$ cat src/logic/cpu_pkg.sv
package cpu_pkg;

    localparam int xlen = 32;
    localparam int reg_addr_w = 5;
    localparam logic [xlen-1:0] reset_pc = 32'h0000_0000;
    // addi x0, x0, 0
    localparam logic [xlen-1:0] nop_inst = 32'h0000_0013;

    typedef enum logic [6:0] {
        opc_op     = 7'b0110011,
        opc_op_imm = 7'b0010011,
        opc_lui    = 7'b0110111,
        opc_load   = 7'b0000011,
        opc_store  = 7'b0100011,
        opc_branch = 7'b1100011,
        opc_jal    = 7'b1101111,
        opc_system = 7'b1110011
    } opcode_e;

    typedef enum logic [2:0] {
        alu_add,
        alu_sub,
        alu_and,
        alu_or,
        alu_slt,
        alu_pass_b
    } alu_op_e;

    typedef enum logic [1:0] {
        wb_alu,
        wb_mem,
        wb_pc_plus4
    } wb_sel_e;

    typedef enum logic [1:0] {
        fwd_reg,
        fwd_mem_stage,
        fwd_wb_stage
    } fwd_sel_e;

    typedef struct packed {
        logic    rf_we;
        wb_sel_e wb_sel;
        alu_op_e alu_op;
        logic    src1_pc;
        logic    src2_imm;
        logic    mem_we;
        logic    mem_re;
        logic    is_branch;
        logic    br_ne;
        logic    is_jal;
        logic    ebreak;
    } ctrl_t;

    typedef struct packed {
        ctrl_t                 ctrl;
        logic [xlen-1:0]       pc;
        logic [reg_addr_w-1:0] rs1;
        logic [reg_addr_w-1:0] rs2;
        logic [reg_addr_w-1:0] rd;
        logic [xlen-1:0]       rs1_val;
        logic [xlen-1:0]       rs2_val;
        logic [xlen-1:0]       imm;
    } id_ex_t;

    typedef struct packed {
        ctrl_t                 ctrl;
        logic [reg_addr_w-1:0] rd;
        logic [xlen-1:0]       alu_result;
        logic [xlen-1:0]       store_data;
        logic [xlen-1:0]       pc_plus4;
    } ex_mem_t;

    typedef struct packed {
        logic                  rf_we;
        wb_sel_e               wb_sel;
        logic [reg_addr_w-1:0] rd;
        logic [xlen-1:0]       alu_result;
        logic [xlen-1:0]       load_data;
        logic [xlen-1:0]       pc_plus4;
    } mem_wb_t;

endpackage

$ cat src/logic/fetch_unit.sv
module fetch_unit (
    input  logic                     clk,
    input  logic                     reset,
    input  logic [cpu_pkg::xlen-1:0] im_dout,
    input  logic                     stall,
    input  logic                     if_id_flush,
    input  logic                     redirect,
    input  logic [cpu_pkg::xlen-1:0] redirect_pc,
    output logic [cpu_pkg::xlen-1:0] im_addr,
    output logic [cpu_pkg::xlen-1:0] id_inst,
    output logic [cpu_pkg::xlen-1:0] id_pc
);

    logic [cpu_pkg::xlen-1:0] pc;
    logic [cpu_pkg::xlen-1:0] pc_next;

    assign im_addr = pc;

    // always predict not taken
    always_comb begin
        if (redirect) begin
            pc_next = redirect_pc;
        end else if (stall) begin
            pc_next = pc;
        end else begin
            pc_next = pc + 32'd4;
        end
    end

    always_ff @(posedge clk) begin
        if (reset) begin
            pc <= cpu_pkg::reset_pc;
        end else begin
            pc <= pc_next;
        end
    end

    always_ff @(posedge clk) begin
        if (reset) begin
            id_inst <= cpu_pkg::nop_inst;
            id_pc   <= cpu_pkg::reset_pc;
        end else if (if_id_flush) begin
            id_inst <= cpu_pkg::nop_inst;
        end else if (!stall) begin
            id_inst <= im_dout;
            id_pc   <= pc;
        end
    end

endmodule

$ cat src/logic/pipeline_control.sv
module pipeline_control (
    input  logic [cpu_pkg::xlen-1:0]       id_inst,
    input  logic [cpu_pkg::xlen-1:0]       id_pc,
    input  logic                           redirect,
    input  cpu_pkg::id_ex_t                ex_stage,
    input  cpu_pkg::ex_mem_t               ex_mem,
    input  cpu_pkg::mem_wb_t               mem_wb,
    output cpu_pkg::ctrl_t                 id_ctrl,
    output logic [cpu_pkg::xlen-1:0]       id_imm,
    output logic [cpu_pkg::reg_addr_w-1:0] id_rs1,
    output logic [cpu_pkg::reg_addr_w-1:0] id_rs2,
    output logic [cpu_pkg::reg_addr_w-1:0] id_rd,
    output logic                           stall,
    output logic                           id_ex_bubble,
    output logic                           if_id_flush,
    output cpu_pkg::fwd_sel_e              fwd_a,
    output cpu_pkg::fwd_sel_e              fwd_b
);

    cpu_pkg::opcode_e opcode;
    logic [2:0]       funct3;
    logic             uses_rs1;
    logic             uses_rs2;
    logic             load_use;

    assign opcode = cpu_pkg::opcode_e'(id_inst[6:0]);
    assign funct3 = id_inst[14:12];
    assign id_rs1 = id_inst[19:15];
    assign id_rs2 = id_inst[24:20];
    assign id_rd  = id_inst[11:7];

    always_comb begin
        id_ctrl  = '0;
        id_imm   = '0;
        uses_rs1 = 1'b0;
        uses_rs2 = 1'b0;
        case (opcode)
            cpu_pkg::opc_op: begin
                id_ctrl.rf_we = 1'b1;
                uses_rs1 = 1'b1;
                uses_rs2 = 1'b1;
                case (funct3)
                    3'b000: id_ctrl.alu_op = id_inst[30] ? cpu_pkg::alu_sub : cpu_pkg::alu_add;
                    3'b010: id_ctrl.alu_op = cpu_pkg::alu_slt;
                    3'b110: id_ctrl.alu_op = cpu_pkg::alu_or;
                    3'b111: id_ctrl.alu_op = cpu_pkg::alu_and;
                    default: id_ctrl.rf_we = 1'b0;
                endcase
            end
            cpu_pkg::opc_op_imm: begin
                id_ctrl.rf_we    = 1'b1;
                id_ctrl.src2_imm = 1'b1;
                uses_rs1 = 1'b1;
                id_imm = {{20{id_inst[31]}}, id_inst[31:20]};
            end
            cpu_pkg::opc_lui: begin
                id_ctrl.rf_we    = 1'b1;
                id_ctrl.src2_imm = 1'b1;
                id_ctrl.alu_op   = cpu_pkg::alu_pass_b;
                id_imm = {id_inst[31:12], 12'b0};
            end
            cpu_pkg::opc_load: begin
                id_ctrl.rf_we    = 1'b1;
                id_ctrl.wb_sel   = cpu_pkg::wb_mem;
                id_ctrl.src2_imm = 1'b1;
                id_ctrl.mem_re   = 1'b1;
                uses_rs1 = 1'b1;
                id_imm = {{20{id_inst[31]}}, id_inst[31:20]};
            end
            cpu_pkg::opc_store: begin
                id_ctrl.mem_we   = 1'b1;
                id_ctrl.src2_imm = 1'b1;
                uses_rs1 = 1'b1;
                uses_rs2 = 1'b1;
                id_imm = {{20{id_inst[31]}}, id_inst[31:25], id_inst[11:7]};
            end
            cpu_pkg::opc_branch: begin
                // alu computes the target, operands go to the comparator
                id_ctrl.is_branch = 1'b1;
                id_ctrl.br_ne     = funct3[0];
                id_ctrl.src1_pc   = 1'b1;
                id_ctrl.src2_imm  = 1'b1;
                uses_rs1 = 1'b1;
                uses_rs2 = 1'b1;
                id_imm = {{19{id_inst[31]}}, id_inst[31], id_inst[7],
                          id_inst[30:25], id_inst[11:8], 1'b0};
            end
            cpu_pkg::opc_jal: begin
                id_ctrl.rf_we    = 1'b1;
                id_ctrl.wb_sel   = cpu_pkg::wb_pc_plus4;
                id_ctrl.is_jal   = 1'b1;
                id_ctrl.src1_pc  = 1'b1;
                id_ctrl.src2_imm = 1'b1;
                id_imm = {{11{id_inst[31]}}, id_inst[31], id_inst[19:12],
                          id_inst[20], id_inst[30:21], 1'b0};
            end
            cpu_pkg::opc_system: id_ctrl.ebreak = id_inst[20];
            default: ;
        endcase
        // misaligned fetch never issues
        if (id_pc[1:0] != 2'b00) begin
            id_ctrl = '0;
        end
    end

    assign load_use = ex_stage.ctrl.mem_re && ex_stage.rd != '0 &&
                      ((uses_rs1 && ex_stage.rd == id_rs1) ||
                       (uses_rs2 && ex_stage.rd == id_rs2));

    assign if_id_flush  = redirect;
    assign id_ex_bubble = redirect || load_use;
    assign stall        = load_use && !redirect;

    // memory stage is younger, so it wins
    function automatic cpu_pkg::fwd_sel_e fwd_select(input logic [cpu_pkg::reg_addr_w-1:0] rs);
        if (rs == '0) begin
            return cpu_pkg::fwd_reg;
        end
        if (ex_mem.ctrl.rf_we && ex_mem.rd == rs) begin
            return cpu_pkg::fwd_mem_stage;
        end
        if (mem_wb.rf_we && mem_wb.rd == rs) begin
            return cpu_pkg::fwd_wb_stage;
        end
        return cpu_pkg::fwd_reg;
    endfunction

    always_comb begin
        fwd_a = fwd_select(ex_stage.rs1);
        fwd_b = fwd_select(ex_stage.rs2);
    end

endmodule

$ cat src/logic/reg_file.sv
module reg_file (
    input  logic                           clk,
    input  logic                           reset,
    input  logic [cpu_pkg::reg_addr_w-1:0] ra1,
    input  logic [cpu_pkg::reg_addr_w-1:0] ra2,
    input  logic                           we,
    input  logic [cpu_pkg::reg_addr_w-1:0] wa,
    input  logic [cpu_pkg::xlen-1:0]       wd,
    input  logic [cpu_pkg::reg_addr_w-1:0] dbg_addr,
    output logic [cpu_pkg::xlen-1:0]       rd1,
    output logic [cpu_pkg::xlen-1:0]       rd2,
    output logic [cpu_pkg::xlen-1:0]       dbg_data
);

    logic [cpu_pkg::xlen-1:0] regs [2**cpu_pkg::reg_addr_w];

    // write-through so decode sees the writeback value
    function automatic logic [cpu_pkg::xlen-1:0] read_port(
        input logic [cpu_pkg::reg_addr_w-1:0] ra
    );
        if (ra == '0) begin
            return '0;
        end
        if (we && wa == ra) begin
            return wd;
        end
        return regs[ra];
    endfunction

    always_comb begin
        rd1 = read_port(ra1);
        rd2 = read_port(ra2);
    end

    assign dbg_data = regs[dbg_addr];

    always_ff @(posedge clk) begin
        if (reset) begin
            for (int i = 0; i < 2**cpu_pkg::reg_addr_w; i++) begin
                regs[i] <= '0;
            end
        end else if (we && wa != '0) begin
            regs[wa] <= wd;
        end
    end

endmodule

$ cat src/logic/execute_unit.sv
module execute_unit (
    input  logic                           clk,
    input  logic                           reset,
    input  cpu_pkg::ctrl_t                 id_ctrl,
    input  logic [cpu_pkg::xlen-1:0]       id_pc,
    input  logic [cpu_pkg::xlen-1:0]       id_imm,
    input  logic [cpu_pkg::reg_addr_w-1:0] id_rs1,
    input  logic [cpu_pkg::reg_addr_w-1:0] id_rs2,
    input  logic [cpu_pkg::reg_addr_w-1:0] id_rd,
    input  logic [cpu_pkg::xlen-1:0]       rs1_val,
    input  logic [cpu_pkg::xlen-1:0]       rs2_val,
    input  logic                           id_ex_bubble,
    input  cpu_pkg::fwd_sel_e              fwd_a,
    input  cpu_pkg::fwd_sel_e              fwd_b,
    input  logic [cpu_pkg::xlen-1:0]       wb_data,
    output cpu_pkg::id_ex_t                ex_stage,
    output cpu_pkg::ex_mem_t               ex_mem,
    output logic                           redirect,
    output logic [cpu_pkg::xlen-1:0]       redirect_pc
);

    logic [cpu_pkg::xlen-1:0] mem_fwd;
    logic [cpu_pkg::xlen-1:0] src_a;
    logic [cpu_pkg::xlen-1:0] src_b;
    logic [cpu_pkg::xlen-1:0] op_a;
    logic [cpu_pkg::xlen-1:0] op_b;
    logic [cpu_pkg::xlen-1:0] alu_result;
    logic                     taken;

    always_ff @(posedge clk) begin
        if (reset || id_ex_bubble) begin
            ex_stage.ctrl <= '0;
        end else begin
            ex_stage.ctrl <= id_ctrl;
        end
        ex_stage.pc      <= id_pc;
        ex_stage.rs1     <= id_rs1;
        ex_stage.rs2     <= id_rs2;
        ex_stage.rd      <= id_rd;
        ex_stage.rs1_val <= rs1_val;
        ex_stage.rs2_val <= rs2_val;
        ex_stage.imm     <= id_imm;
    end

    function automatic logic [cpu_pkg::xlen-1:0] operand(
        input cpu_pkg::fwd_sel_e        sel,
        input logic [cpu_pkg::xlen-1:0] reg_val,
        input logic [cpu_pkg::xlen-1:0] mem_val,
        input logic [cpu_pkg::xlen-1:0] wb_val
    );
        case (sel)
            cpu_pkg::fwd_mem_stage: return mem_val;
            cpu_pkg::fwd_wb_stage:  return wb_val;
            default:                return reg_val;
        endcase
    endfunction

    // a jal in memory forwards its link address
    assign mem_fwd = (ex_mem.ctrl.wb_sel == cpu_pkg::wb_pc_plus4) ? ex_mem.pc_plus4
                                                                  : ex_mem.alu_result;

    assign src_a = operand(fwd_a, ex_stage.rs1_val, mem_fwd, wb_data);
    assign src_b = operand(fwd_b, ex_stage.rs2_val, mem_fwd, wb_data);
    assign op_a  = ex_stage.ctrl.src1_pc ? ex_stage.pc : src_a;
    assign op_b  = ex_stage.ctrl.src2_imm ? ex_stage.imm : src_b;

    always_comb begin
        case (ex_stage.ctrl.alu_op)
            cpu_pkg::alu_sub:    alu_result = op_a - op_b;
            cpu_pkg::alu_and:    alu_result = op_a & op_b;
            cpu_pkg::alu_or:     alu_result = op_a | op_b;
            cpu_pkg::alu_slt:    alu_result = {{(cpu_pkg::xlen-1){1'b0}},
                                               $signed(op_a) < $signed(op_b)};
            cpu_pkg::alu_pass_b: alu_result = op_b;
            default:             alu_result = op_a + op_b;
        endcase
    end

    assign taken       = ex_stage.ctrl.is_branch && ((src_a == src_b) != ex_stage.ctrl.br_ne);
    assign redirect    = taken || ex_stage.ctrl.is_jal;
    assign redirect_pc = alu_result;

    always_ff @(posedge clk) begin
        // nothing behind an ebreak reaches memory
        if (reset || ex_mem.ctrl.ebreak) begin
            ex_mem.ctrl <= '0;
        end else begin
            ex_mem.ctrl <= ex_stage.ctrl;
        end
        ex_mem.rd         <= ex_stage.rd;
        ex_mem.alu_result <= alu_result;
        ex_mem.store_data <= src_b;
        ex_mem.pc_plus4   <= ex_stage.pc + 32'd4;
    end

endmodule

$ cat src/logic/memory_writeback.sv
module memory_writeback (
    input  logic                           clk,
    input  logic                           reset,
    input  cpu_pkg::ex_mem_t               ex_mem,
    input  logic [cpu_pkg::xlen-1:0]       mem_dout,
    output logic [cpu_pkg::xlen-1:0]       mem_addr,
    output logic                           mem_we,
    output logic [cpu_pkg::xlen-1:0]       mem_din,
    output cpu_pkg::mem_wb_t               mem_wb,
    output logic                           rf_we,
    output logic [cpu_pkg::reg_addr_w-1:0] rf_wa,
    output logic [cpu_pkg::xlen-1:0]       rf_wd,
    output logic                           ebreak
);

    logic halted;

    assign mem_addr = ex_mem.alu_result;
    assign mem_din  = ex_mem.store_data;
    assign mem_we   = ex_mem.ctrl.mem_we && !halted;
    assign ebreak   = ex_mem.ctrl.ebreak && !halted;

    always_ff @(posedge clk) begin
        if (reset) begin
            halted <= 1'b0;
        end else if (ex_mem.ctrl.ebreak) begin
            halted <= 1'b1;
        end
    end

    always_ff @(posedge clk) begin
        if (reset) begin
            mem_wb.rf_we <= 1'b0;
        end else begin
            mem_wb.rf_we <= ex_mem.ctrl.rf_we && !halted;
        end
        mem_wb.wb_sel     <= ex_mem.ctrl.wb_sel;
        mem_wb.rd         <= ex_mem.rd;
        mem_wb.alu_result <= ex_mem.alu_result;
        mem_wb.load_data  <= mem_dout;
        mem_wb.pc_plus4   <= ex_mem.pc_plus4;
    end

    assign rf_we = mem_wb.rf_we;
    assign rf_wa = mem_wb.rd;

    always_comb begin
        case (mem_wb.wb_sel)
            cpu_pkg::wb_mem:      rf_wd = mem_wb.load_data;
            cpu_pkg::wb_pc_plus4: rf_wd = mem_wb.pc_plus4;
            default:              rf_wd = mem_wb.alu_result;
        endcase
    end

endmodule

$ cat src/logic/cpu.sv
module cpu (
    input  logic                             clk,
    input  logic                             reset,
    output logic [cpu_pkg::xlen-1:0]         im_addr,
    input  logic [cpu_pkg::xlen-1:0]         im_dout,
    output logic [cpu_pkg::xlen-1:0]         mem_addr,
    output logic                             mem_we,
    output logic [cpu_pkg::xlen-1:0]         mem_din,
    input  logic [cpu_pkg::xlen-1:0]         mem_dout,
    input  logic [cpu_pkg::reg_addr_w-1:0]   reg_dbg_addr,
    output logic [cpu_pkg::xlen-1:0]         reg_dbg_data,
    output logic                             ebreak
);

    logic [cpu_pkg::xlen-1:0]       id_inst;
    logic [cpu_pkg::xlen-1:0]       id_pc;
    logic                           stall;
    logic                           if_id_flush;
    logic                           id_ex_bubble;
    logic                           redirect;
    logic [cpu_pkg::xlen-1:0]       redirect_pc;
    cpu_pkg::ctrl_t                 id_ctrl;
    logic [cpu_pkg::xlen-1:0]       id_imm;
    logic [cpu_pkg::reg_addr_w-1:0] id_rs1;
    logic [cpu_pkg::reg_addr_w-1:0] id_rs2;
    logic [cpu_pkg::reg_addr_w-1:0] id_rd;
    cpu_pkg::fwd_sel_e              fwd_a;
    cpu_pkg::fwd_sel_e              fwd_b;
    logic [cpu_pkg::xlen-1:0]       rs1_val;
    logic [cpu_pkg::xlen-1:0]       rs2_val;
    cpu_pkg::id_ex_t                ex_stage;
    cpu_pkg::ex_mem_t               ex_mem;
    cpu_pkg::mem_wb_t               mem_wb;
    logic                           rf_we;
    logic [cpu_pkg::reg_addr_w-1:0] rf_wa;
    logic [cpu_pkg::xlen-1:0]       rf_wd;

    fetch_unit u_fetch (
        .clk(clk), .reset(reset), .im_dout(im_dout), .stall(stall),
        .if_id_flush(if_id_flush), .redirect(redirect), .redirect_pc(redirect_pc),
        .im_addr(im_addr), .id_inst(id_inst), .id_pc(id_pc)
    );

    pipeline_control u_control (
        .id_inst(id_inst), .id_pc(id_pc), .redirect(redirect),
        .ex_stage(ex_stage), .ex_mem(ex_mem), .mem_wb(mem_wb),
        .id_ctrl(id_ctrl), .id_imm(id_imm), .id_rs1(id_rs1), .id_rs2(id_rs2), .id_rd(id_rd),
        .stall(stall), .id_ex_bubble(id_ex_bubble), .if_id_flush(if_id_flush),
        .fwd_a(fwd_a), .fwd_b(fwd_b)
    );

    reg_file u_reg_file (
        .clk(clk), .reset(reset), .ra1(id_rs1), .ra2(id_rs2),
        .we(rf_we), .wa(rf_wa), .wd(rf_wd), .dbg_addr(reg_dbg_addr),
        .rd1(rs1_val), .rd2(rs2_val), .dbg_data(reg_dbg_data)
    );

    execute_unit u_execute (
        .clk(clk), .reset(reset), .id_ctrl(id_ctrl), .id_pc(id_pc), .id_imm(id_imm),
        .id_rs1(id_rs1), .id_rs2(id_rs2), .id_rd(id_rd),
        .rs1_val(rs1_val), .rs2_val(rs2_val), .id_ex_bubble(id_ex_bubble),
        .fwd_a(fwd_a), .fwd_b(fwd_b), .wb_data(rf_wd),
        .ex_stage(ex_stage), .ex_mem(ex_mem), .redirect(redirect), .redirect_pc(redirect_pc)
    );

    memory_writeback u_mem_wb (
        .clk(clk), .reset(reset), .ex_mem(ex_mem), .mem_dout(mem_dout),
        .mem_addr(mem_addr), .mem_we(mem_we), .mem_din(mem_din), .mem_wb(mem_wb),
        .rf_we(rf_we), .rf_wa(rf_wa), .rf_wd(rf_wd), .ebreak(ebreak)
    );

endmodule

$ cat config.mk
export PLATFORM = sky130hd
export DESIGN_NAME = cpu
export DESIGN_NICKNAME = d
export VERILOG_FILES = /design/src/logic/cpu_pkg.sv /design/src/logic/fetch_unit.sv /design/src/logic/pipeline_control.sv /design/src/logic/reg_file.sv /design/src/logic/execute_unit.sv /design/src/logic/memory_writeback.sv /design/src/logic/cpu.sv
export SDC_FILE = /design/constraint.sdc
export NUM_CORES = 2
export LEC_CHECK = 0
export ABC_CLOCK_PERIOD_IN_PS = 8000
export BUFFER_PORTS_ARGS = -buffer_cell sky130_fd_sc_hd__buf_2
export CAP_MARGIN = 0
export CORE_MARGIN = 10
export CORE_UTILIZATION = 35
export CTS_CLUSTER_DIAMETER = 150
export DETAILED_ROUTE_END_ITERATION = 10
export PLACE_DENSITY = 0.54
export SETUP_SLACK_MARGIN = 0.3
export SLEW_MARGIN = 25
export SYNTH_ARGS = -nofsm -noshare
export SYNTH_HDL_FRONTEND = slang
export SYNTH_SLANG_ARGS = --single-unit
$ cat constraint.sdc
create_clock -name clk -period 8 [get_ports clk]
set_input_delay 1.6 -clock clk [delete_from_list [all_inputs] [get_ports clk]]
set_output_delay 1.6 -clock clk [all_outputs]
set_load 0.02 [all_outputs]
=== Yosys cells after proc, flatten, opt, wreduce, memory -nomap -nowiden ===
Memory sizes are Yosys's and may differ from the RTL's. A register that Yosys moved wholly into a read port is not among the register bits.
Cells that the tools add are included.

* Memory bits (writable): 1,024
* Register bits: 464
* Memories kept: 1
* Input port bits: 71
* Output and inout port bits: 130

{| class="wikitable"
|+ Memory list
! name !! words !! width !! read ports !! clocked after memory_dff !! write ports !! line !! source
|-
| u_reg_file.regs || 32 || 32 || 3 || 2 || 32 || reg_file.sv:15 || <nowiki>logic [cpu_pkg::xlen-1:0] regs [2**cpu_pkg::reg_addr_w];</nowiki>
|}

* Mux-type cells: 74
* Bitwise gates (word level): 6
* Equality and inequality tests: 34
* Add/sub/neg operators: 4
* $lt $le $gt $ge: 1
* Reductions and logical operators: 44

{| class="wikitable"
|+ Operators by type and width
! cell !! count
|-
| $mux 32 || 14
|-
| $pmux 32 s5 || 2
|-
| $pmux 32 s2 || 3
|-
| $add 32x3->32 const B || 2
|-
| $eq 5x5->1 || 8
|-
| $mux 1 || 33
|-
| $add 32x32->32 || 1
|-
| $and 32x32->32 || 1
|-
| $eq 32x32->1 || 1
|-
| $lt 32x32->1 || 1
|-
| $or 32x32->32 || 1
|-
| $reduce_or 32->1 || 1
|-
| $sub 32x32->32 || 1
|-
| $mux 2 || 13
|-
| $mux 5 || 5
|-
| $eq 7x6->1 const B || 3
|-
| $eq 7x7->1 const B || 3
|-
| $logic_not 5->1 || 4
|-
| $logic_and 1x1->1 || 16
|-
| $eq 3x3->1 const B || 4
|-
| $pmux 3 s4 || 1
|-
| $reduce_bool 5->1 || 2
|-
| $eq 3x2->1 const B || 3
|-
| $reduce_or 3->1 || 3
|-
| 20 further kinds || 37
|}

=== Logic depth before layout (Yosys ltp) ===
* Depth after elaboration: 19
* Mapped depth: 27
* Depth with buffers taken out: 24

=== Hierarchy ===
A second synthesis with hierarchy kept.

* Cell total of the unflattened synthesis: 6,583
* Area, all modules: 84,735.0 um^2

{| class="wikitable"
|+ By module, submodules not included
! module !! times used !! cells each !! area each (um^2) !! seq. area each (um^2)
|-
| reg_file || 1 || 3,992 || 61,956.9 || 30,749.5
|-
| execute_unit || 1 || 1,649 || 14,221.1 || 5,445.2
|-
| fetch_unit || 1 || 477 || 4,061.4 || 1,921.8
|-
| memory_writeback || 1 || 293 || 3,299.4 || 2,102.0
|-
| pipeline_control || 1 || 172 || 1,196.1 || 0.0
|}

=== Worst setup path after synthesis ===
OpenSTA, ideal clock, no wires.

* Kind: register -> register
* From: reg, netlist name u_execute.ex_stage[102]
* To: reg u_fetch.pc (netlist bit u_fetch.im_addr[30])
* Period minus slack after synthesis: 5.904 ns
* Arrival time: 5.834 ns
* Required time: 7.930 ns
* Library setup time: 0.070 ns
* Stages on the path, launching flop included: 24
* Setup slack: 2.096 ns
* Cell sequence: dfxtp_1 -> or4_1 -> a21oi_1 -> nor3_1 -> ha_1 -> inv_1 -> buf_1 -> buf_1 -> buf_1 -> o221ai_1 -> o21a_1 -> mux2i_1 -> inv_1 -> fa_1 -> nor2b_1 -> o31ai_1 -> a211oi_1 -> o31ai_1 -> o211ai_1 -> a2111oi_0 -> a2111oi_0 -> a221oi_1 -> o21ai_0 -> a21oi_1

* Word-level cells in the longest chain between the ends: 17
* Elaborated cells between the ends (all ways): 33
* Classes of those cells: 2 x add/sub; 7 x eq/ne; 15 x mux; 2 x bitwise; 7 x reduce/logical

{| class="wikitable"
|+ Ends and longest elaborated chain
! item !! line !! source
|-
| $eq 5x5->1 || pipeline_control.sv:122 || <nowiki>if (mem_wb.rf_we && mem_wb.rd == rs) begin</nowiki>
|-
| $logic_and 1x1->1 || pipeline_control.sv:122 ||
|-
| $mux 1 (2 in a row) || pipeline_control.sv:122 ||
|-
| $mux 1 || pipeline_control.sv:119 || <nowiki>if (ex_mem.ctrl.rf_we && ex_mem.rd == rs) begin</nowiki>
|-
| $mux 2 || pipeline_control.sv:125 || <nowiki>return cpu_pkg::fwd_reg;</nowiki>
|-
| $mux 2 || pipeline_control.sv:122 ||
|-
| $mux 2 * || pipeline_control.sv:119 ||
|-
| $eq 2x2->1 or $eq 2x1->1 (tied branches) || execute_unit.sv:51 || <nowiki>case (sel)</nowiki>
|-
| $pmux 32 s2 * || execute_unit.sv:51 ||
|-
| via u_execute.src_b, one bit || execute_unit.sv:24 || <nowiki>logic [cpu_pkg::xlen-1:0] src_b;</nowiki>
|-
| parallel branches: the longest is 7 deep, another holds $add 32x32->32 || n/a ||
|-
| end signal: assignment || fetch_unit.sv:32 || <nowiki>pc <= cpu_pkg::reset_pc;</nowiki>
|-
| end signal: assignment || fetch_unit.sv:34 || <nowiki>pc <= pc_next;</nowiki>
|-
| end: declaration || fetch_unit.sv:14 || <nowiki>logic [cpu_pkg::xlen-1:0] pc;</nowiki>
|}

Mark *: on every way through the listed nets, which the timed path passes. The select of a mux whose other input is x is not followed.
A chain may end at the register's enable or synchronous reset.

=== Final worst setup path ===
* From: reg, netlist name u_execute.ex_stage[104]
* To: reg u_fetch.pc (netlist bit u_fetch.im_addr[30])

* Word-level cells in the longest chain between the ends: 17
* Elaborated cells between the ends (all ways): 33
* Classes of those cells: 2 x add/sub; 7 x eq/ne; 15 x mux; 2 x bitwise; 7 x reduce/logical

{| class="wikitable"
|+ Ends and longest elaborated chain
! item !! line
|-
| $eq 5x5->1 || pipeline_control.sv:122
|-
| $logic_and 1x1->1 || pipeline_control.sv:122
|-
| $mux 1 (2 in a row) || pipeline_control.sv:122
|-
| $mux 1 || pipeline_control.sv:119
|-
| $mux 2 || pipeline_control.sv:125
|-
| $mux 2 || pipeline_control.sv:122
|-
| $mux 2 * || pipeline_control.sv:119
|-
| $eq 2x2->1 or $eq 2x1->1 (tied branches) || execute_unit.sv:51
|-
| $pmux 32 s2 * || execute_unit.sv:51
|-
| parallel branches: the longest is 7 deep, another holds $add 32x32->32 || n/a
|}

Mark *: on every way between the ends. The select of a mux whose other input is x is not followed.

==> results.md <==
- Outcome: complete, no violations
- Req. time, crit path: around 8800 ps
- Initial antenna violation count: 20
- Cells after Synth: 6,425
- Share of post-route cells with drive strength above 1: approximately 29%
- Largest net degree at the start of global routing: 86
- Setup Skew: just over 70 ps
- Die Width: approximately 510 um
- Clock transition at path regs: around 60 ps
- Vias in the first global route: approximately 60,000
- Crit path DAT: about 8000 ps
- CP Capture Type: register
- Worst hold path type: register to register
- LEAKAGE: ~33 nW
- Die Y: approximately 500 um
- DP Cell Count: just over 9,000
- R2R setup slack: ~860 ps
- Slew headroom: between 15 and 20%
- Synth top cells by count: 1,112 x nor2_1, 1,024 x edfxtp_1, 960 x mux4_2
- Number of CTS-inserted buffers: between 150 and 200
- Vias: between 60,000 and 70,000
- Distinct cells, synth: 90
- Met1 WL: ~130,000 um
- Port bufs: 200
- Fmax: roughly 140 MHz
- Count leader, synth: nor2_1
- Rows: 179
- Synthesized area: about 84,000 um^2
- Setup TNS: 0 ps
- Routed WL per cell: 36.8 um
- Remaining DRCs: 0
- Post-CTS Setup Repair Bufs: 0
- Finished Layout Cells: just under 10,000
- Hold buffer count at CTS: 0
- Hold Path Stages: 0
- Max_cap viols: 0
- Routed Antenna Nets: 0
- Synth async-reset ratio: 0%
- CTS tree: built
- Core area: between 200,000 and 250,000 um^2
- Total GRT Usage: between 20% and 30%
- Crit start category: register
- Avg Cell Area, Syn: between 10 and 15 um^2
- Top Metal Used: met5
- First-pass GRT wire length: 489,000 um
- Initial core utilization: between 30% and 40%
- Post-synth top area cell: edfxtp_1
- Maximum vdd drop: ~0.00018 V
- DP Wirelength: about 220,000 um
- Share of the synthesized area in the top cell type: a little under two fifths
- Cts repair resizes: 0
- CTS Sinks: about 1,500
- Prevailing post-synth register cell: edfxtp_1
- WHS: between 300 and 400 ps
- IO Count: 201
- WL met3: between 40,000 and 50,000 um
- P&R area growth vs syn: 12.0%
- GP Congestion: 0.945
- Synth top area cells: edfxtp_1 37%, mux4_2 26%, dfxtp_1 11%
- Tmin final: between 7000 and 8000 ps
- Number of synthesized flops with an enable pin: 1,024
- Initial DRC Count: 9,306
- Met2 WL: between 150,000 and 200,000 um
- Net count, final: ~6,500
- Total congestion overflow: 0
- Register bit total from synthesis: between 1,000 and 1,500
- Worst-skew pair later-pin latency: ~870 ps
- RSZ-0062 raised after global routing: false
- WL final: about 360,000 um
- CTS max path bufs: 3
- CP max FO: 17
- Setup violators final: 0
- Overall Power: 21.9 mW
- Die area: ~260,000 um^2
- Setup CP Type: register to register
- H-tree depth: 4
- Period utilization: 89.2%
- Path depth of the worst reg2reg path: 24
- P per Cell Area: 233 nW/um^2
- Final hold violation count: 0
- YS warnings: 0
- Clock Tree Root: clkbuf_16
- Worst-Margin Slew: between 1000 and 1500 ps
- Max Slew Vio Count: 0
- Seq/Total Area, Yosys: a little under half
- DRT Pass-1 Iters: 6
- Avg Vias per Cell: 6.46
## registers in the layout, summed over array words and instances (netlist names), named ones only
register            cells
u_execute.ex_mem      106
u_execute.ex_stage    156
u_fetch.id_inst        32
u_fetch.id_pc          32
u_fetch.im_addr        32
u_mem_wb.halted         1
u_mem_wb.mem_wb        98
u_mem_wb.rf_wa          5
u_mem_wb.rf_we          1
u_reg_file.regs      1024
## cells by family after synthesis
logic type | Yosys count | share of synthesized area (%)
other | 1 | 0.00447
buffers and inverters | 846 | 4.14
AO/OA/AOI/OAI | 863 | 7.37
flip-flops | 1497 | 48.0
adder cells (fa/ha/maj) | 104 | 1.57
multiplexers | 1116 | 27.8
AND/OR/NAND/NOR | 1893 | 10.1
XOR/XNOR | 105 | 1.10
## cells in the final DEF, fill, tap and decap left out, types with 84 or more instances in the layout
| cell | netlist | final |
|---|---|---|
| nor2_1 | 1112 | 1107 |
| edfxtp_1 | 1024 | 1024 |
| mux4_2 | 960 | 960 |
| dfxtp_1 | 473 | 462 |
| buf_4 | 66 | 197 |
| buf_2 | 24 | 194 |
| nand2_1 | 235 | 172 |
| clkbuf_16 | 0 | 172 |
| a211oi_1 | 157 | 147 |
| inv_1 | 140 | 139 |
| a21oi_1 | 134 | 134 |
| o21ai_0 | 116 | 114 |
| nor2b_1 | 116 | 114 |
| ha_1 | 102 | 99 |
| nor3_1 | 84 | 84 |
## critical path, stage by stage (launching register included)
cell       delay (ps)
dfxtp_1           350
xor2_1            170
nor4_1            300
and3_1            220
o21a_1            170
ha_1              580
buf_4             330
nand2_1            70
mux2i_1           190
o31ai_1           160
o21ai_0           650
inv_1             140
ha_1              480
nand2b_1           90
o22ai_1           180
a2111oi_0         130
buf_4             170
o31ai_1           740
o211ai_1          160
buf_4             200
a2111oi_1         760
a2111oi_0         230
a221oi_1          250
o21ai_0           180
a21oi_1           150
## per-layer routing
metal,vias to the layer above,global-route usage (%)
met5,-,0
met1,32500,35.0
met3,796,7.21
met4,14,12.7
li1,24600,-
met2,4493,40.8
## layout make-up
cell class	instances	area, um^2
repair buffers	416	2920
inverters	141	529
diodes	5	12.5
clock inverters	96	928
clock buffers	217	4580
multi-input cells	4113	40700
flip-flops and latches	1497	40300
fillers	22200	144000
well taps	3167	3960
## path summary, 6_finish.rpt
kind	startpoint	endpoint
setup / recovery	u_execute.ex_stage[104]	u_fetch.im_addr[30]
hold reg to reg	u_execute.ex_mem[5]	u_mem_wb.mem_wb[5]
hold / removal	u_execute.ex_mem[5]	u_mem_wb.mem_wb[5]
setup reg to reg	u_execute.ex_stage[104]	u_fetch.im_addr[30]
## power breakdown
| group | switching [mW] | total (mW) | internal, mW |
|---|---|---|---|
| clock network | 3.51 | 7.92 | 4.40 |
| logic | 3.20 | 4.75 | 1.56 |
| registers | 0.519 | 9.21 | 8.69 |
## through the flow
step                setup slack, ps  area, um^2  util [%]
finish                          865       93900      39.4
detailed placement              876       88300      37.1
global route                    487       93900      39.4
CTS                             866       93800      39.4
floorplan                      2100       83900         -
global placement                763       88200      37.1
Note: power is estimated with default switching activity, not from simulation.
